[config.mk]
export PLATFORM = sky130hd
export DESIGN_NAME = leaf_i6o2
export DESIGN_NICKNAME = d
export VERILOG_FILES = /design/src/leaf_pkg.sv /design/src/port_fifo.sv /design/src/leaf_rx_unpack.sv /design/src/user_kernel.sv /design/src/leaf_tx_pack.sv /design/src/leaf_i6o2.sv
export SDC_FILE = /design/constraint.sdc
export NUM_CORES = 1
export LEC_CHECK = 0
export BUFFER_PORTS_ARGS = -buffer_cell sky130_fd_sc_hd__buf_2
export CAP_MARGIN = 20
export CORE_ASPECT_RATIO = 2
export CORE_MARGIN = 8
export CORE_UTILIZATION = 55
export DETAILED_ROUTE_END_ITERATION = 8
export GPL_TIMING_DRIVEN = 0
export PLACE_DENSITY = 0.79
export SYNTH_ARGS = -nofsm -noshare
export SYNTH_HDL_FRONTEND = slang
export SYNTH_SLANG_ARGS = --single-unit
[constraint.sdc]
create_clock -name clk -period 4.56 [get_ports clk]
set_input_delay 0.912 -clock clk [delete_from_list [all_inputs] [get_ports clk]]
set_output_delay 0.912 -clock clk [all_outputs]
set_load 0.005 [all_outputs]
[src/leaf_pkg.sv]
`default_nettype none

package leaf_pkg;

    // ====================================================================
    // link and port geometry
    // ====================================================================
    localparam int PACKET_BITS   = 49;
    localparam int PAYLOAD_BITS  = 32;
    localparam int NUM_LEAF_BITS = 5;
    localparam int NUM_PORT_BITS = 4;
    localparam int NUM_ADDR_BITS = 7;
    localparam int NUM_IN_PORTS  = 6;
    localparam int NUM_OUT_PORTS = 2;
    localparam int CREDIT_BITS   = 6;
    localparam int CFG_PAD_BITS  = 23;

    localparam int FIFO_DEPTH    = 4;
    localparam int FIFO_PTR_BITS = $clog2(FIFO_DEPTH);

    localparam logic [NUM_LEAF_BITS-1:0] LEAF_ADDR = 5'd3;
    localparam logic [NUM_PORT_BITS-1:0] CFG_PORT  = 4'd0;   // config packets land here

    // ====================================================================
    // one link word, two decodings
    // ====================================================================
    typedef union packed {
        struct packed {
            logic                     valid;
            logic [NUM_LEAF_BITS-1:0] leaf;
            logic [NUM_PORT_BITS-1:0] port;
            logic [NUM_ADDR_BITS-1:0] addr;
            logic [PAYLOAD_BITS-1:0]  payload;
        } data;
        struct packed {
            logic                     valid;
            logic [NUM_LEAF_BITS-1:0] leaf;
            logic [NUM_PORT_BITS-1:0] port;
            logic                     cfg_out;      // 0 selects output 1
            logic [CREDIT_BITS-1:0]   cfg_credit;
            logic [CFG_PAD_BITS-1:0]  pad;
            logic [NUM_LEAF_BITS-1:0] dest_leaf;
            logic [NUM_PORT_BITS-1:0] dest_port;
        } cfg;
    } leaf_packet_t;

endpackage

`default_nettype wire

[src/port_fifo.sv]
`timescale 1ns/10ps
`default_nettype none

module port_fifo (
    input  logic                              clk,
    input  logic                              rst_n,
    input  logic                              wr_en,
    input  logic [leaf_pkg::PAYLOAD_BITS-1:0] wr_data,
    output logic                              full,
    input  logic                              rd_en,
    output logic [leaf_pkg::PAYLOAD_BITS-1:0] rd_data,
    output logic                              empty
);

    logic [leaf_pkg::PAYLOAD_BITS-1:0]  mem [leaf_pkg::FIFO_DEPTH];
    logic [leaf_pkg::FIFO_PTR_BITS-1:0] wr_ptr;
    logic [leaf_pkg::FIFO_PTR_BITS-1:0] rd_ptr;
    logic [leaf_pkg::FIFO_PTR_BITS:0]   count;
    logic                               do_wr;
    logic                               do_rd;

    assign full    = (int'(count) == leaf_pkg::FIFO_DEPTH);
    assign empty   = (count == '0);
    assign do_wr   = wr_en && (!full || rd_en);   // full write ok when a read frees a slot
    assign do_rd   = rd_en && !empty;
    assign rd_data = mem[rd_ptr];                 // head is always visible

    always_ff @(posedge clk or negedge rst_n) begin
        if (!rst_n) begin
            wr_ptr <= '0;
            rd_ptr <= '0;
            count  <= '0;
        end else begin
            if (do_wr)
                wr_ptr <= wr_ptr + 1'b1;          // wraps, depth is a power of two
            if (do_rd)
                rd_ptr <= rd_ptr + 1'b1;
            case ({do_wr, do_rd})
                2'b10:   count <= count + 1'b1;
                2'b01:   count <= count - 1'b1;
                default: ;
            endcase
        end
    end

    always_ff @(posedge clk) begin
        if (do_wr)
            mem[wr_ptr] <= wr_data;
    end

endmodule

`default_nettype wire

[src/leaf_rx_unpack.sv]
`timescale 1ns/10ps
`default_nettype none

module leaf_rx_unpack (
    input  logic                               clk,
    input  logic                               rst_n,
    input  logic [leaf_pkg::PACKET_BITS-1:0]   din,
    output logic [leaf_pkg::PAYLOAD_BITS-1:0]  in_data_1, in_data_2, in_data_3,
    output logic [leaf_pkg::PAYLOAD_BITS-1:0]  in_data_4, in_data_5, in_data_6,
    output logic                               in_vld_1, in_vld_2, in_vld_3,
    output logic                               in_vld_4, in_vld_5, in_vld_6,
    input  logic                               in_ack_1, in_ack_2, in_ack_3,
    input  logic                               in_ack_4, in_ack_5, in_ack_6,
    output logic                               cfg_we,
    output logic                               cfg_out,
    output logic [leaf_pkg::CREDIT_BITS-1:0]   cfg_credit,
    output logic [leaf_pkg::NUM_LEAF_BITS-1:0] cfg_dest_leaf,
    output logic [leaf_pkg::NUM_PORT_BITS-1:0] cfg_dest_port
);

    leaf_pkg::leaf_packet_t             din_q;
    logic                               pkt_ok;
    logic [leaf_pkg::NUM_IN_PORTS-1:0]  fifo_wr;
    logic [leaf_pkg::NUM_IN_PORTS-1:0]  fifo_rd;
    logic [leaf_pkg::NUM_IN_PORTS-1:0]  fifo_empty;
    logic [leaf_pkg::PAYLOAD_BITS-1:0]  fifo_dout [leaf_pkg::NUM_IN_PORTS];

    always_ff @(posedge clk or negedge rst_n) begin
        if (!rst_n)
            din_q <= '0;
        else
            din_q <= din;
    end

    // address filter, port 7 and up falls through
    assign pkt_ok = din_q.data.valid && (din_q.data.leaf == leaf_pkg::LEAF_ADDR) &&
                    (int'(din_q.data.port) <= leaf_pkg::NUM_IN_PORTS);

    // ====================================================================
    // configuration decode
    // ====================================================================
    assign cfg_we        = pkt_ok && (din_q.cfg.port == leaf_pkg::CFG_PORT);
    assign cfg_out       = din_q.cfg.cfg_out;
    assign cfg_credit    = din_q.cfg.cfg_credit;
    assign cfg_dest_leaf = din_q.cfg.dest_leaf;
    assign cfg_dest_port = din_q.cfg.dest_port;

    // ====================================================================
    // data unpack into the input FIFOs
    // ====================================================================
    for (genvar i = 0; i < leaf_pkg::NUM_IN_PORTS; i++) begin : g_in
        assign fifo_wr[i] = pkt_ok && (int'(din_q.data.port) == i + 1);

        port_fifo u_fifo (
            .clk     (clk),
            .rst_n   (rst_n),
            .wr_en   (fifo_wr[i]),
            .wr_data (din_q.data.payload),
            .full    (),                  // overflow is dropped inside
            .rd_en   (fifo_rd[i]),
            .rd_data (fifo_dout[i]),
            .empty   (fifo_empty[i])
        );
    end

    assign fifo_rd = {in_ack_6, in_ack_5, in_ack_4, in_ack_3, in_ack_2, in_ack_1};

    assign in_data_1 = fifo_dout[0];
    assign in_data_2 = fifo_dout[1];
    assign in_data_3 = fifo_dout[2];
    assign in_data_4 = fifo_dout[3];
    assign in_data_5 = fifo_dout[4];
    assign in_data_6 = fifo_dout[5];

    assign {in_vld_6, in_vld_5, in_vld_4, in_vld_3, in_vld_2, in_vld_1} = ~fifo_empty;

endmodule

`default_nettype wire

[src/user_kernel.sv]
`timescale 1ns/10ps
`default_nettype none

module user_kernel (
    input  logic                              clk,
    input  logic                              rst_n,
    input  logic [leaf_pkg::PAYLOAD_BITS-1:0] in_data_1, in_data_2, in_data_3,
    input  logic [leaf_pkg::PAYLOAD_BITS-1:0] in_data_4, in_data_5, in_data_6,
    input  logic                              in_vld_1, in_vld_2, in_vld_3,
    input  logic                              in_vld_4, in_vld_5, in_vld_6,
    output logic                              in_ack_1, in_ack_2, in_ack_3,
    output logic                              in_ack_4, in_ack_5, in_ack_6,
    output logic [leaf_pkg::PAYLOAD_BITS-1:0] out_data_1, out_data_2,
    output logic                              out_vld_1, out_vld_2,
    input  logic                              out_ack_1, out_ack_2
);

    logic [leaf_pkg::PAYLOAD_BITS-1:0]  in_data [leaf_pkg::NUM_IN_PORTS];
    logic [leaf_pkg::NUM_IN_PORTS-1:0]  in_vld;
    logic [leaf_pkg::NUM_IN_PORTS-1:0]  in_ack;
    logic [leaf_pkg::PAYLOAD_BITS-1:0]  res_data [leaf_pkg::NUM_OUT_PORTS];
    logic [leaf_pkg::NUM_OUT_PORTS-1:0] res_vld;
    logic [leaf_pkg::NUM_OUT_PORTS-1:0] out_ack;

    assign in_data = '{in_data_1, in_data_2, in_data_3, in_data_4, in_data_5, in_data_6};
    assign in_vld  = {in_vld_6, in_vld_5, in_vld_4, in_vld_3, in_vld_2, in_vld_1};
    assign out_ack = {out_ack_2, out_ack_1};

    assign {in_ack_6, in_ack_5, in_ack_4, in_ack_3, in_ack_2, in_ack_1} = in_ack;

    // lane g adds ports 3g+1 .. 3g+3
    for (genvar g = 0; g < leaf_pkg::NUM_OUT_PORTS; g++) begin : g_lane
        logic                              fire;
        logic                              vld_q;
        logic [leaf_pkg::PAYLOAD_BITS-1:0] sum_q;

        assign fire = (&in_vld[3*g +: 3]) && (!vld_q || out_ack[g]);
        assign in_ack[3*g +: 3] = {3{fire}};    // all three taken together

        always_ff @(posedge clk or negedge rst_n) begin
            if (!rst_n)
                vld_q <= 1'b0;
            else if (fire)
                vld_q <= 1'b1;
            else if (out_ack[g])
                vld_q <= 1'b0;
        end

        always_ff @(posedge clk) begin
            if (fire)
                sum_q <= in_data[3*g] + in_data[3*g+1] + in_data[3*g+2];   // wraps
        end

        assign res_data[g] = sum_q;
        assign res_vld[g]  = vld_q;
    end

    assign out_data_1 = res_data[0];
    assign out_data_2 = res_data[1];
    assign out_vld_1  = res_vld[0];
    assign out_vld_2  = res_vld[1];

endmodule

`default_nettype wire

[src/leaf_tx_pack.sv]
`timescale 1ns/10ps
`default_nettype none

module leaf_tx_pack (
    input  logic                               clk,
    input  logic                               rst_n,
    input  logic [leaf_pkg::PAYLOAD_BITS-1:0]  out_data_1, out_data_2,
    input  logic                               out_vld_1, out_vld_2,
    output logic                               out_ack_1, out_ack_2,
    input  logic                               cfg_we,
    input  logic                               cfg_out,
    input  logic [leaf_pkg::CREDIT_BITS-1:0]   cfg_credit,
    input  logic [leaf_pkg::NUM_LEAF_BITS-1:0] cfg_dest_leaf,
    input  logic [leaf_pkg::NUM_PORT_BITS-1:0] cfg_dest_port,
    input  logic                               resend,
    output logic [leaf_pkg::PACKET_BITS-1:0]   dout
);

    logic [leaf_pkg::PAYLOAD_BITS-1:0]  out_data [leaf_pkg::NUM_OUT_PORTS];
    logic [leaf_pkg::NUM_OUT_PORTS-1:0] out_vld;
    logic [leaf_pkg::NUM_OUT_PORTS-1:0] fifo_full;
    logic [leaf_pkg::NUM_OUT_PORTS-1:0] fifo_empty;
    logic [leaf_pkg::PAYLOAD_BITS-1:0]  fifo_dout [leaf_pkg::NUM_OUT_PORTS];
    logic [leaf_pkg::CREDIT_BITS-1:0]   credit [leaf_pkg::NUM_OUT_PORTS];
    logic [leaf_pkg::NUM_LEAF_BITS-1:0] dest_leaf [leaf_pkg::NUM_OUT_PORTS];
    logic [leaf_pkg::NUM_PORT_BITS-1:0] dest_port [leaf_pkg::NUM_OUT_PORTS];
    logic [leaf_pkg::NUM_ADDR_BITS-1:0] seq [leaf_pkg::NUM_OUT_PORTS];
    logic [leaf_pkg::NUM_OUT_PORTS-1:0] elig;
    logic [leaf_pkg::NUM_OUT_PORTS-1:0] take;
    logic                               grant;
    logic                               sel;
    logic                               prio;        // set when output 2 goes first
    leaf_pkg::leaf_packet_t             tx_pkt;
    logic [leaf_pkg::PACKET_BITS-1:0]   dout_q;

    assign out_data = '{out_data_1, out_data_2};
    assign out_vld  = {out_vld_2, out_vld_1};
    assign out_ack_1 = !fifo_full[0];
    assign out_ack_2 = !fifo_full[1];

    // ====================================================================
    // per-output FIFO, credits, destination and sequence
    // ====================================================================
    for (genvar i = 0; i < leaf_pkg::NUM_OUT_PORTS; i++) begin : g_out
        logic                           cfg_hit;
        logic [leaf_pkg::CREDIT_BITS:0] credit_nxt;

        port_fifo u_fifo (
            .clk     (clk),
            .rst_n   (rst_n),
            .wr_en   (out_vld[i] && !fifo_full[i]),
            .wr_data (out_data[i]),
            .full    (fifo_full[i]),
            .rd_en   (take[i]),
            .rd_data (fifo_dout[i]),
            .empty   (fifo_empty[i])
        );

        assign cfg_hit    = cfg_we && (int'(cfg_out) == i);
        assign credit_nxt = {1'b0, credit[i]} + (cfg_hit ? {1'b0, cfg_credit} : '0)
                          - {{leaf_pkg::CREDIT_BITS{1'b0}}, take[i]};
        assign elig[i]    = !fifo_empty[i] && (credit[i] != '0) && !resend;

        always_ff @(posedge clk or negedge rst_n) begin
            if (!rst_n) begin
                credit[i]    <= '0;
                dest_leaf[i] <= '0;
                dest_port[i] <= '0;
                seq[i]       <= '0;
            end else begin
                credit[i] <= credit_nxt[leaf_pkg::CREDIT_BITS] ? '1 :
                             credit_nxt[leaf_pkg::CREDIT_BITS-1:0];   // saturate at 63
                if (cfg_hit) begin
                    dest_leaf[i] <= cfg_dest_leaf;
                    dest_port[i] <= cfg_dest_port;
                end
                if (take[i])
                    seq[i] <= seq[i] + 1'b1;
            end
        end
    end

    // ====================================================================
    // round-robin pick and packet build
    // ====================================================================
    assign grant = |elig;
    assign sel   = !(elig[0] && (!prio || !elig[1]));
    assign take  = grant ? (sel ? 2'b10 : 2'b01) : 2'b00;

    always_comb begin
        tx_pkt              = '0;
        tx_pkt.data.valid   = 1'b1;
        tx_pkt.data.leaf    = dest_leaf[sel];
        tx_pkt.data.port    = dest_port[sel];
        tx_pkt.data.addr    = seq[sel];
        tx_pkt.data.payload = fifo_dout[sel];
    end

    always_ff @(posedge clk or negedge rst_n) begin
        if (!rst_n) begin
            prio   <= 1'b0;
            dout_q <= '0;
        end else if (!resend) begin              // a packet caught by resend is kept
            if (grant)
                prio <= !sel;
            dout_q <= grant ? tx_pkt : '0;
        end
    end

    assign dout = resend ? '0 : dout_q;

endmodule

`default_nettype wire

[src/leaf_i6o2.sv]
`timescale 1ns/10ps
`default_nettype none

module leaf_i6o2 (
    input  logic                             clk,
    input  logic                             rst_n,
    input  logic [leaf_pkg::PACKET_BITS-1:0] din,
    output logic [leaf_pkg::PACKET_BITS-1:0] dout,
    input  logic                             resend
);

    // ====================================================================
    // input side to kernel
    // ====================================================================
    logic [leaf_pkg::PAYLOAD_BITS-1:0]  in_data_1, in_data_2, in_data_3;
    logic [leaf_pkg::PAYLOAD_BITS-1:0]  in_data_4, in_data_5, in_data_6;
    logic                               in_vld_1, in_vld_2, in_vld_3;
    logic                               in_vld_4, in_vld_5, in_vld_6;
    logic                               in_ack_1, in_ack_2, in_ack_3;
    logic                               in_ack_4, in_ack_5, in_ack_6;

    // kernel to output side
    logic [leaf_pkg::PAYLOAD_BITS-1:0]  out_data_1, out_data_2;
    logic                               out_vld_1, out_vld_2;
    logic                               out_ack_1, out_ack_2;

    // config path
    logic                               cfg_we;
    logic                               cfg_out;
    logic [leaf_pkg::CREDIT_BITS-1:0]   cfg_credit;
    logic [leaf_pkg::NUM_LEAF_BITS-1:0] cfg_dest_leaf;
    logic [leaf_pkg::NUM_PORT_BITS-1:0] cfg_dest_port;

    // all nets share port names
    leaf_rx_unpack u_rx (
        .*
    );

    user_kernel u_kernel (
        .*
    );

    leaf_tx_pack u_tx (
        .*
    );

endmodule

`default_nettype wire

Word-level counts from Yosys, hierarchy flattened
Memory sizes are Yosys's and may differ from the RTL's.
Cells that the tools add are included.
{ "totals": {"output_inout_bits": 49, "in_bits": 52, "ff_bits": 265, "ram_bits": 1024, "wordCells": 268, "memories": 8} }
{ "op_classes": {"magnitude_cmp": 2, "n_reduce_logical": 92, "eq_ne": 33, "addsub": 42, "n_bitwise": 4, "muxes": 48} }
{ "mem_list": {"columns": ["memory", "depth", "width", "rd", "rd_ports_with_merged_regs", "wr", "line", "rtl"], "rows": [
  ["u_rx.g_in[0].u_fifo.mem", 4, 32, 1, 0, 1, "port_fifo.sv:15", "logic [leaf_pkg::PAYLOAD_BITS-1:0] mem [leaf_pkg::FIFO_DEPTH];"],
  ["u_rx.g_in[1].u_fifo.mem", 4, 32, 1, 0, 1, "port_fifo.sv:15", null],
  ["u_rx.g_in[2].u_fifo.mem", 4, 32, 1, 0, 1, "port_fifo.sv:15", null],
  ["u_rx.g_in[3].u_fifo.mem", 4, 32, 1, 0, 1, "port_fifo.sv:15", null],
  ["u_rx.g_in[4].u_fifo.mem", 4, 32, 1, 0, 1, "port_fifo.sv:15", null],
  ["u_rx.g_in[5].u_fifo.mem", 4, 32, 1, 0, 1, "port_fifo.sv:15", null],
  ["2 more memories", null, null, null, null, null, null, null]
]} }
{ "ops": {"columns": ["operator", "n"], "rows": [
  ["$add 32x32->32", 4],
  ["$mux 49", 2],
  ["$mux 32", 3],
  ["$pmux 3 s2", 8],
  ["$logic_and 1x1->1", 36],
  ["$add 2x1->2 const B", 16],
  ["$add 3x1->3 const B", 8],
  ["$eq 3x3->1 const B", 8],
  ["$logic_not 3->1", 8],
  ["$mux 6", 4],
  ["$sub 3x1->3 const B", 8],
  ["$logic_not 1->1", 22],
  ["$mux 7", 3],
  ["$mux 1", 20],
  ["$eq 2x1->1 const B", 8],
  ["$eq 2x2->1 const B", 8],
  ["$reduce_bool 2->1", 8],
  ["$mux 5", 3],
  ["$add 6x7->7", 2],
  ["$add 7x1->7 const B", 2],
  ["$sub 7x1->7", 2],
  ["$eq 4x4->1 const B", 3],
  ["$mux 4", 3],
  ["$reduce_bool 6->1", 2],
  ["15 further kinds", 30]
]} }

Depth between registers and ports, before layout
Gate-level depths: netlist (run 1).
{ "logic_depth": {"word_depth": 13, "depth_mapped": 18, "depth_no_buf": 17} }

By module
From an unflattened synthesis (run 1), not the netlist that was laid out.
{ "unflattened": {"cells_unflattened": 2893, "hier_area_um2": 53939.2} }
{ "by_module_without_submodules": {"columns": ["module", "area_each_um2", "n_inst", "seq_area_each_um2", "cells_each"], "rows": [
  ["port_fifo at u_rx.g_in[0].u_fifo ...", 5044.8, 6, 4018.9, 206],
  ["user_kernel", 6472.5, 1, 1971.9, 572],
  ["leaf_tx_pack", 5620.4, 1, 2352.3, 588],
  ["port_fifo at u_rx.g_in[3].u_fifo", 5046.1, 1, 4018.9, 206],
  ["port_fifo at u_rx.g_in[4].u_fifo", 5041.1, 1, 4018.9, 206],
  ["leaf_rx_unpack", 1490.2, 1, 1226.2, 85]
]} }

Worst setup path after synthesis (run 1)
OpenSTA, ideal clock, no wires.
{ "synth_path": {"kind": "register -> register", "startpoint": "register u_rx.g_in[5].u_fifo.rd_ptr[0] (netlist name)", "endpoint": "register u_kernel.g_lane[1].sum_q, in the netlist u_kernel.out_data_2[31], data pin", "setup_time_ns": 0.260, "t_required_ns": 4.300, "path_slack_ns": -0.341, "synth_period_minus_slack_ns": 4.901, "t_arrival_ns": 4.641, "path_stages_with_launch": 15, "path_buffers": 2, "path_cell_list": "dfrtp_1 clkbuf_1 buf_1 mux4_2 fa_1 ha_1 fa_1 a211o_1 a21o_1 o21a_4 o311a_4 a211oi_4 o21ai_2 a221oi_2 xnor2_1"} }
{ "synth_between": {"elab_chain_len": 2} }
{ "synth_rtl": {"columns": ["element", "line", "rtl"], "rows": [
  ["start, declared", "port_fifo.sv:17", "logic [leaf_pkg::FIFO_PTR_BITS-1:0] rd_ptr;"],
  ["start signal, assigned", "port_fifo.sv:37", "rd_ptr <= rd_ptr + 1'b1;"],
  ["$mem_v2 4x32", null, null],
  ["$add 32x32->32", "user_kernel.sv:51", "sum_q <= in_data[3*g] + in_data[3*g+1] + in_data[3*g+2];"],
  ["end signal, assigned", "user_kernel.sv:51", null],
  ["end, declared", "user_kernel.sv:35", "logic [leaf_pkg::PAYLOAD_BITS-1:0] sum_q;"]
]} }
Every way passes these cells.
A chain may end at the register's enable or synchronous reset.

Worst setup path in the final report (run 1)
{ "layout_path": {"startpoint": "register u_rx.g_in[1].u_fifo.rd_ptr[0] (netlist name)", "endpoint": "register u_kernel.g_lane[0].sum_q, in the netlist u_kernel.out_data_1[27], data pin"} }
{ "layout_between": {"elab_chain_len": 3} }
{ "layout_rtl": {"columns": ["element", "line"], "rows": [
  ["start, declared", "port_fifo.sv:17"],
  ["start signal, assigned", "port_fifo.sv:37"],
  ["$mem_v2 4x32", null],
  ["$add 32x32->32 (2 in a row)", "user_kernel.sv:51"],
  ["end signal, assigned", "user_kernel.sv:51"],
  ["end, declared", "user_kernel.sv:35"]
]} }
Every way passes these cells.

==> results of run 1 <==
[registers in the layout, indices dropped and copies added, names as in the netlist]
name	cells
u_kernel.out_data_1	32
u_kernel.out_data_2	32
u_kernel.out_vld_1	1
u_kernel.out_vld_2	1
u_rx.din_q	49
u_rx.g_in.u_fifo.count	18
u_rx.g_in.u_fifo.mem	768
u_rx.g_in.u_fifo.rd_ptr	12
u_rx.g_in.u_fifo.wr_ptr	12
u_tx.credit	12
u_tx.dest_leaf	10
u_tx.dest_port	8
u_tx.dout_q	49
u_tx.g_out.u_fifo.count	6
u_tx.g_out.u_fifo.mem	256
u_tx.g_out.u_fifo.rd_ptr	4
u_tx.g_out.u_fifo.wr_ptr	4
u_tx.prio	1
u_tx.seq	14
[per-stage QoR]
step | setup TNS, ps | instances
after floorplan | 0 | 2853
after global placement | -872140 | 4174
after detailed placement | -30800 | 4202
after CTS | -24.1 | 4404
after global routing | -386 | 4415
final | 0 | 4415
[cells in the mapped netlist, drive strengths merged (67+ instances only)]
library cell,number
edfxtp,1088
mux4,256
dfrtp,201
inv,175
ha,126
nand2,126
xnor2,86
o21ai,81
fa,74
clkbuf,71
nor2,68
a21oi,67
[logic make-up after synthesis]
logic type / after synthesis / synth area share, %
buffers and inverters: 276 / 1.98
xor gates and xnor gates: 131 / 2.16
muxes: 334 / 12.4
and+or+nand+nor: 360 / 3.37
adders and majority gates: 200 / 5.77
DFF: 1289 / 71.1
AOI/OAI and AO/OA: 263 / 3.18
[cell type report]
type                       count  area share (%)
sequential                  1289            63.1
timing repair buffer         155            2.20
inverter                     175            1.10
clock buffer                 137            4.82
tap                         1222            2.56
buffer                        87           0.837
clock inverter                62            1.09
multi-input combinational   1288            24.3
[what timing repair did]
item                       in CTS  in global routing
pin swaps                       3                  9
setup buffers                  13                 14
hold buffers                    0                  0
gates resized for setup       109                 34
gates cloned                    0                  0
setup endpoints to repair      45                 30
[path summary, 6_finish.rpt]
path	start	end
min reg2reg	u_tx.dout_q[9]$_DFFE_PN0N_	u_tx.dout_q[9]$_DFFE_PN0N_
max in group asynchronous	rst_n	u_rx.g_in[0].u_fifo.rd_ptr[0]$_DFFE_PN0P_
max reg2reg	u_rx.g_in[1].u_fifo.rd_ptr[0]$_DFFE_PN0P_	u_kernel.out_data_1[27]$_DFFE_PP_
max	u_rx.g_in[1].u_fifo.rd_ptr[0]$_DFFE_PN0P_	u_kernel.out_data_1[27]$_DFFE_PP_
min in group clk	din[20]	u_rx.din_q[20]$_DFF_PN0_
min	rst_n	u_tx.credit[7]$_DFF_PN0_
[routing by layer]
layer / up-vias / track usage, % / wire, um / share of wire [%]
li1: 11400 / - / - / -
met1: 13900 / 25.8 / 42800 / 37
met2: 1131 / 39.7 / 62400 / 53
met3: 262 / 3.16 / 7000 / 6.0
met4: 0 / 9.27 / 4820 / 4.1
met5: - / 0 / 0 / 0
[where the power goes]
| group | switching (mW) | leakage [nW] | internal, mW | total (mW) |
|---|---|---|---|---|
| Sequential | 0.346 | 12.3 | 13.1 | 13.4 |
| Clock | 4.15 | 1.70 | 5.12 | 9.27 |
| Combinational | 1.50 | 7.07 | 1.30 | 2.79 |
[worst max-delay path, cell delays in order, from the launching register on]
cell and delay (ps):
dfrtp_2 490, buf_6 240, mux4_2 540, fa_1 530, ha_1 240, fa_1 280, a21oi_2 100, o211a_1 230
o311a_1 420, a211oi_2 390, o21ai_4 160, o41ai_2 410, xor2_1 310
==> reports/results.tsv, run 1 <==
stage	metric	value	unit
cts	cts_buffers	106	
worst_hold_path	hp-class	input port to async pin	
timing	clock-skew-final	29.4	ps
synth	async_reset_ff_share	15.6	%
route	drt_pre_antenna_iters	5	
synth	avgSynthCellArea	18.6	um^2
route	routedWlPerCell	26.5	um
timing	maxSlewViolCount	0	
cells_and_area	regArea	37700	um^2
synth	synth_warnings	0	
timing	rsz0062_at_grt	yes	
synth	synth_edf_count	1088	
timing	timing_worst_slew_pin_value	1160	ps
synth	synth_area	53000	um^2
die	die_w	235	um
global_routing	antenna_found_initial	0	
die	die_area	107000	um^2
cts	h-tree-depth	3	
cts	path_clk_slew	70	ps
timing	setup_viol	0	
cells_and_area	mostFrequentLayoutCells	edfxtp_1 (1088), mux4_2 (256), dfrtp_1 (192)	
route	drt_iter0_drc	2391	
cells_and_area	utilization	62.3	%
timing	relSlewSlack	22.4	%
cells_and_area	design_area	59800	um^2
worst_setup_path	worstSetupEndpointType	flop	
cts	clockBufferDepth	3	
route	wl	117000	um
timing	min_period_over_period	99.5	%
synth	ys.flop_type	edfxtp_1	
timing	hold_slack	267	ps
synth	synth_cells	2853	
place	dp_slack	-1480	ps
cells_and_area	syn_to_final_growth	12.8	%
route	drc	0	
synth	synth_top_area_cell	edfxtp_1	
worst_setup_path	critPathMaxFanout	10	
cells_and_area	nets	3354	
timing	period_minus_slack	4540	ps
global_routing	grt_pass1_wl	175000	um
place	place_area	55700	um^2
global_routing	grt_pass1_vias	28200	
pwr	power_leakage	21.0	nW
die	die_y	455	um
synth	synthesis.nets	3105	
timing	setup_ws	23.4	ps
place	hpwl	75400	um
place	portBuffers	99	
cells_and_area	final_common_cell	edfxtp_1	
worst_setup_path	startpoint_type	flop	
timing	hold_violations	0	
pwr	power_density	427	nW/um^2
route	vias_per_cell	6.05	
global_routing	grt-ovfl-total	0	
worst_setup_path	path_class	flop to flop	
global_routing	grt_max_degree	103	
synth	ys_top_cells_by_area	edfxtp_1 (62%), mux4_2 (11%), dfrtp_1 (9.5%)	
synth	synth_seq_cells	1289	
synth	synth_top_area_share	61.6	%
cts	clock_latency	710	ps
cells_and_area	drive_above_1_share	22.3	%
worst_setup_path	cp.arrival	5030	ps
cells_and_area	diodes	0	
die	coreArea	95900	um^2
place	place_congestion	0.850	
status	outcome	complete, no violations	
die	ios	101	
run	drv_cap	0	
worst_setup_path	ff2ff_path_depth	12	
die	initial_core_util	55.3	%
die	rows	161	
route	antenna_left	0	
worst_setup_path	reg2reg_slack	20	ps
cts	cts_tree	done	
route	vias	26700	
cts	cts_sinks	1289	
cells_and_area	fillers	6303	
synth	synth_cell_types	72	
pwr	ir_drop	0.000413	V
cells_and_area	multi_input_area	14500	um^2
worst_setup_path	critical_path_required	5050	ps
global_routing	grt_use_total	21.8	%
pwr	total_power	25.5	mW
timing	max_freq	220	MHz
synth	seq_area_frac_synth	71.1	%
cts	cts_root_buffer	clkbuf_16	
Note: power is estimated with default switching activity, not from simulation.
==> run 2, diff against run 1 <==
--- a/config.mk
+++ b/config.mk
@@ -12,7 +12,7 @@
 export CORE_UTILIZATION = 55
 export DETAILED_ROUTE_END_ITERATION = 8
 export GPL_TIMING_DRIVEN = 0
-export PLACE_DENSITY = 0.79
+export PLACE_DENSITY = 0.76
 export SYNTH_ARGS = -nofsm -noshare
 export SYNTH_HDL_FRONTEND = slang
 export SYNTH_SLANG_ARGS = --single-unit
==> constraint.sdc (replaced) <==
create_clock -name clk -period 5.8 [get_ports clk]
set_input_delay 1.16 -clock clk [delete_from_list [all_inputs] [get_ports clk]]
set_output_delay 1.16 -clock clk [all_outputs]
set_load 0.005 [all_outputs]
==> reports/results.tsv, run 2 (synthesis gave the netlist of run 1 again) <==
stage	metric	value	unit	change
worst_setup_path	startpoint_type	flop		
worst_setup_path	critPathMaxFanout	10		unchanged
cells_and_area	syn_to_final_growth	12.5	%	
timing	relSlewSlack	23.7	%	+1.3 points
cells_and_area	largest_reg_flops	768		unchanged
cells_and_area	regMostFlops	u_rx.g_in.u_fifo.mem		
worst_setup_path	reg2reg_from	u_rx.g_in[3].u_fifo.rd_ptr[0]$_DFFE_PN0P_		
worst_setup_path	cp.arrival	5960	ps	+930 ps
global_routing	grt_use_total	21.6	%	-0.20 points
cells_and_area	nets	3357		+0.089%
cts	path_clk_slew	70	ps	about the same
cts	clock_latency	700	ps	about the same
timing	hold_violations	0		unchanged
pwr	total_power	20.0	mW	-22%
route	drc	0		unchanged
worst_setup_path	path_class	flop to flop		
route	antenna_left	0		unchanged
timing	period_minus_slack	5530	ps	+992 ps
die	coreArea	95900	um^2	unchanged
run	drv_cap	0		unchanged
worst_setup_path	reg2reg_to	u_kernel.out_data_2[31]$_DFFE_PP_		
place	place_congestion	0.882		+3.8%
cells_and_area	fillers	6426		+2.0%
worst_hold_path	min_path_cells	1		
timing	rsz0062_at_grt	no		
worst_hold_path	min_from	u_tx.seq[6]$_DFFE_PN0P_		
cells_and_area	top_regs	u_rx.g_in.u_fifo.mem: 768 flops, u_tx.g_out.u_fifo.mem: 256 flops		
pwr	ir_drop	0.000300	V	-27%
global_routing	grt_max_degree	119		+16%
global_routing	grt_pass1_vias	27700		-1.9%
worst_setup_path	worstSetupEndpointType	flop		
global_routing	antenna_found_initial	2		+2
cells_and_area	mostFrequentLayoutCells	edfxtp_1 (1088), mux4_2 (256), dfrtp_1 (201)		
cells_and_area	drive_above_1_share	20.5	%	-1.9 points
pwr	power_density	335	nW/um^2	-21%
die	die_area	107000	um^2	unchanged
worst_hold_path	hp-class	flop to flop		
die	rows	161		unchanged
worst_setup_path	critical_path_required	6230	ps	+1180 ps
route	vias	26300		-1.5%
route	vias_per_cell	5.96		-1.6%
cts	cts_buffers	107		+0.94%
timing	max_freq	181	MHz	-18%
cts	cts_tree	done		
cts	h-tree-depth	3		unchanged
route	wl	115000	um	-1.8%
cells_and_area	utilization	62.2	%	-0.13 points
timing	setup_viol	0		unchanged
cts	cts_root_buffer	clkbuf_16		
cts	ctsHoldBuffers	0		unchanged
timing	fin_tns_setup	0	ps	unchanged
route	drt_pre_antenna_iters	6		+1
route	drt_iter0_drc	2524		+5.6%
global_routing	grt-ovfl-total	0		unchanged
timing	min_period_over_period	95.3	%	-4.2 points
place	dp_slack	-127	ps	+1350 ps
pwr	power_leakage	21.0	nW	-0.39%
die	initial_core_util	55.3	%	unchanged
worst_hold_path	worstHoldEndpoint	u_tx.seq[6]$_DFFE_PN0P_		
timing	clock-skew-final	26.9	ps	-2.44 ps
worst_setup_path	reg2reg_slack	270	ps	+250 ps
timing	timing_worst_slew_pin_value	1140	ps	-19.6 ps
cells_and_area	diodes	0		unchanged
global_routing	grt_pass1_wl	172000	um	-1.5%
cells_and_area	final_common_cell	edfxtp_1		
place	portBuffers	99		unchanged
cts	clockBufferDepth	3		unchanged
place	hpwl	77300	um	+2.6%
worst_setup_path	ff2ff_path_depth	14		+2
die	ios	101		unchanged
die	die_y	455	um	unchanged
timing	maxSlewViolCount	0		unchanged
route	routedWlPerCell	26.0	um	-1.9%
die	die_w	235	um	unchanged
timing	hold_slack	475	ps	+209 ps
timing	setup_ws	271	ps	+248 ps
status	outcome	complete, no violations		
cts	cts_sinks	1289		unchanged
==> run 2: changes by cell type in the layout (fill, tap and decap cells not counted), sizes merged <==
cell	delta
clkinv	+2
clkinvlp	-4
buf	-12
bufinv	-3
inv	-1
clkbuf	+19
clkdlybuf4s15	+3
==> run 2: layout make-up <==
type	instances	area, um^2	share of cell area (%)
buffer	101	415	0.696
sequential	1289	37700	63.2
tap	1222	1530	2.56
inverter	175	657	1.10
clock buffer	145	2990	5.01
multi-input combinational	1288	14400	24.1
clock inverter	56	541	0.906
timing repair buffer	143	1460	2.45
==> run 2: per-stage QoR <==
step,instance area [um^2],cells
finish,59600,4419
global route,59600,4419
CTS,59300,4403
detailed placement,55700,4202
global placement,55000,4174
floorplan,53000,2853
==> run 2: how the worst max path moves through the flow <==
stage,startpoint,to,slack (ps),depth (start not counted)
after floorplan,u_rx.g_in[5].u_fifo.rd_ptr[0]$_DFFE_PN0P_,u_kernel.out_data_2[31]$_DFFE_PP_,900,14
after global routing,u_rx.g_in[3].u_fifo.rd_ptr[0]$_DFFE_PN0P_,u_kernel.out_data_2[31]$_DFFE_PP_,20,14
final,u_rx.g_in[3].u_fifo.rd_ptr[0]$_DFFE_PN0P_,u_kernel.out_data_2[31]$_DFFE_PP_,270,14
after CTS,u_rx.g_in[0].u_fifo.rd_ptr[0]$_DFFE_PN0P_,u_kernel.out_data_1[25]$_DFFE_PP_,6,14
after detailed placement,u_rx.g_in[3].u_fifo.rd_ptr[0]$_DFFE_PN0P_,u_kernel.out_data_2[31]$_DFFE_PP_,-130,14
after global placement,u_tx.g_out[1].u_fifo.count[0]$_DFFE_PN0P_,u_rx.g_in[5].u_fifo.mem[1][21]$_DFFE_PP_,-430,7
==> run 2: metal layers <==
metal	part of all wire, %	global-route usage, %
met5	0	0
met4	3.7	8.60
met3	5.9	3.49
met2	52	38.2
met1	38	26.6
==> run 2: where the power goes <==
part	leakage (nW)	internal, mW	switching (mW)
sequential	12.3	10.3	0.260
combinational	6.95	1.02	1.18
clock	1.73	3.99	3.25
==> run 2: worst max-delay path: stages, from the launching register on <==
cell,delay [ps]
dfrtp_1,320
clkbuf_1,390
clkdlybuf4s15_2,610
mux4_2,610
fa_1,470
ha_1,230
fa_1,480
a211o_1,300
a21o_1,190
o21a_4,220
o311a_4,400
a211oi_4,310
o21ai_2,110
a221oi_2,290
xnor2_1,330
==> run 2: repair_timing <==
action,CTS,global route
endpoints found under the setup margin,1,3
resized for setup,6,4
buffers inserted,0,0
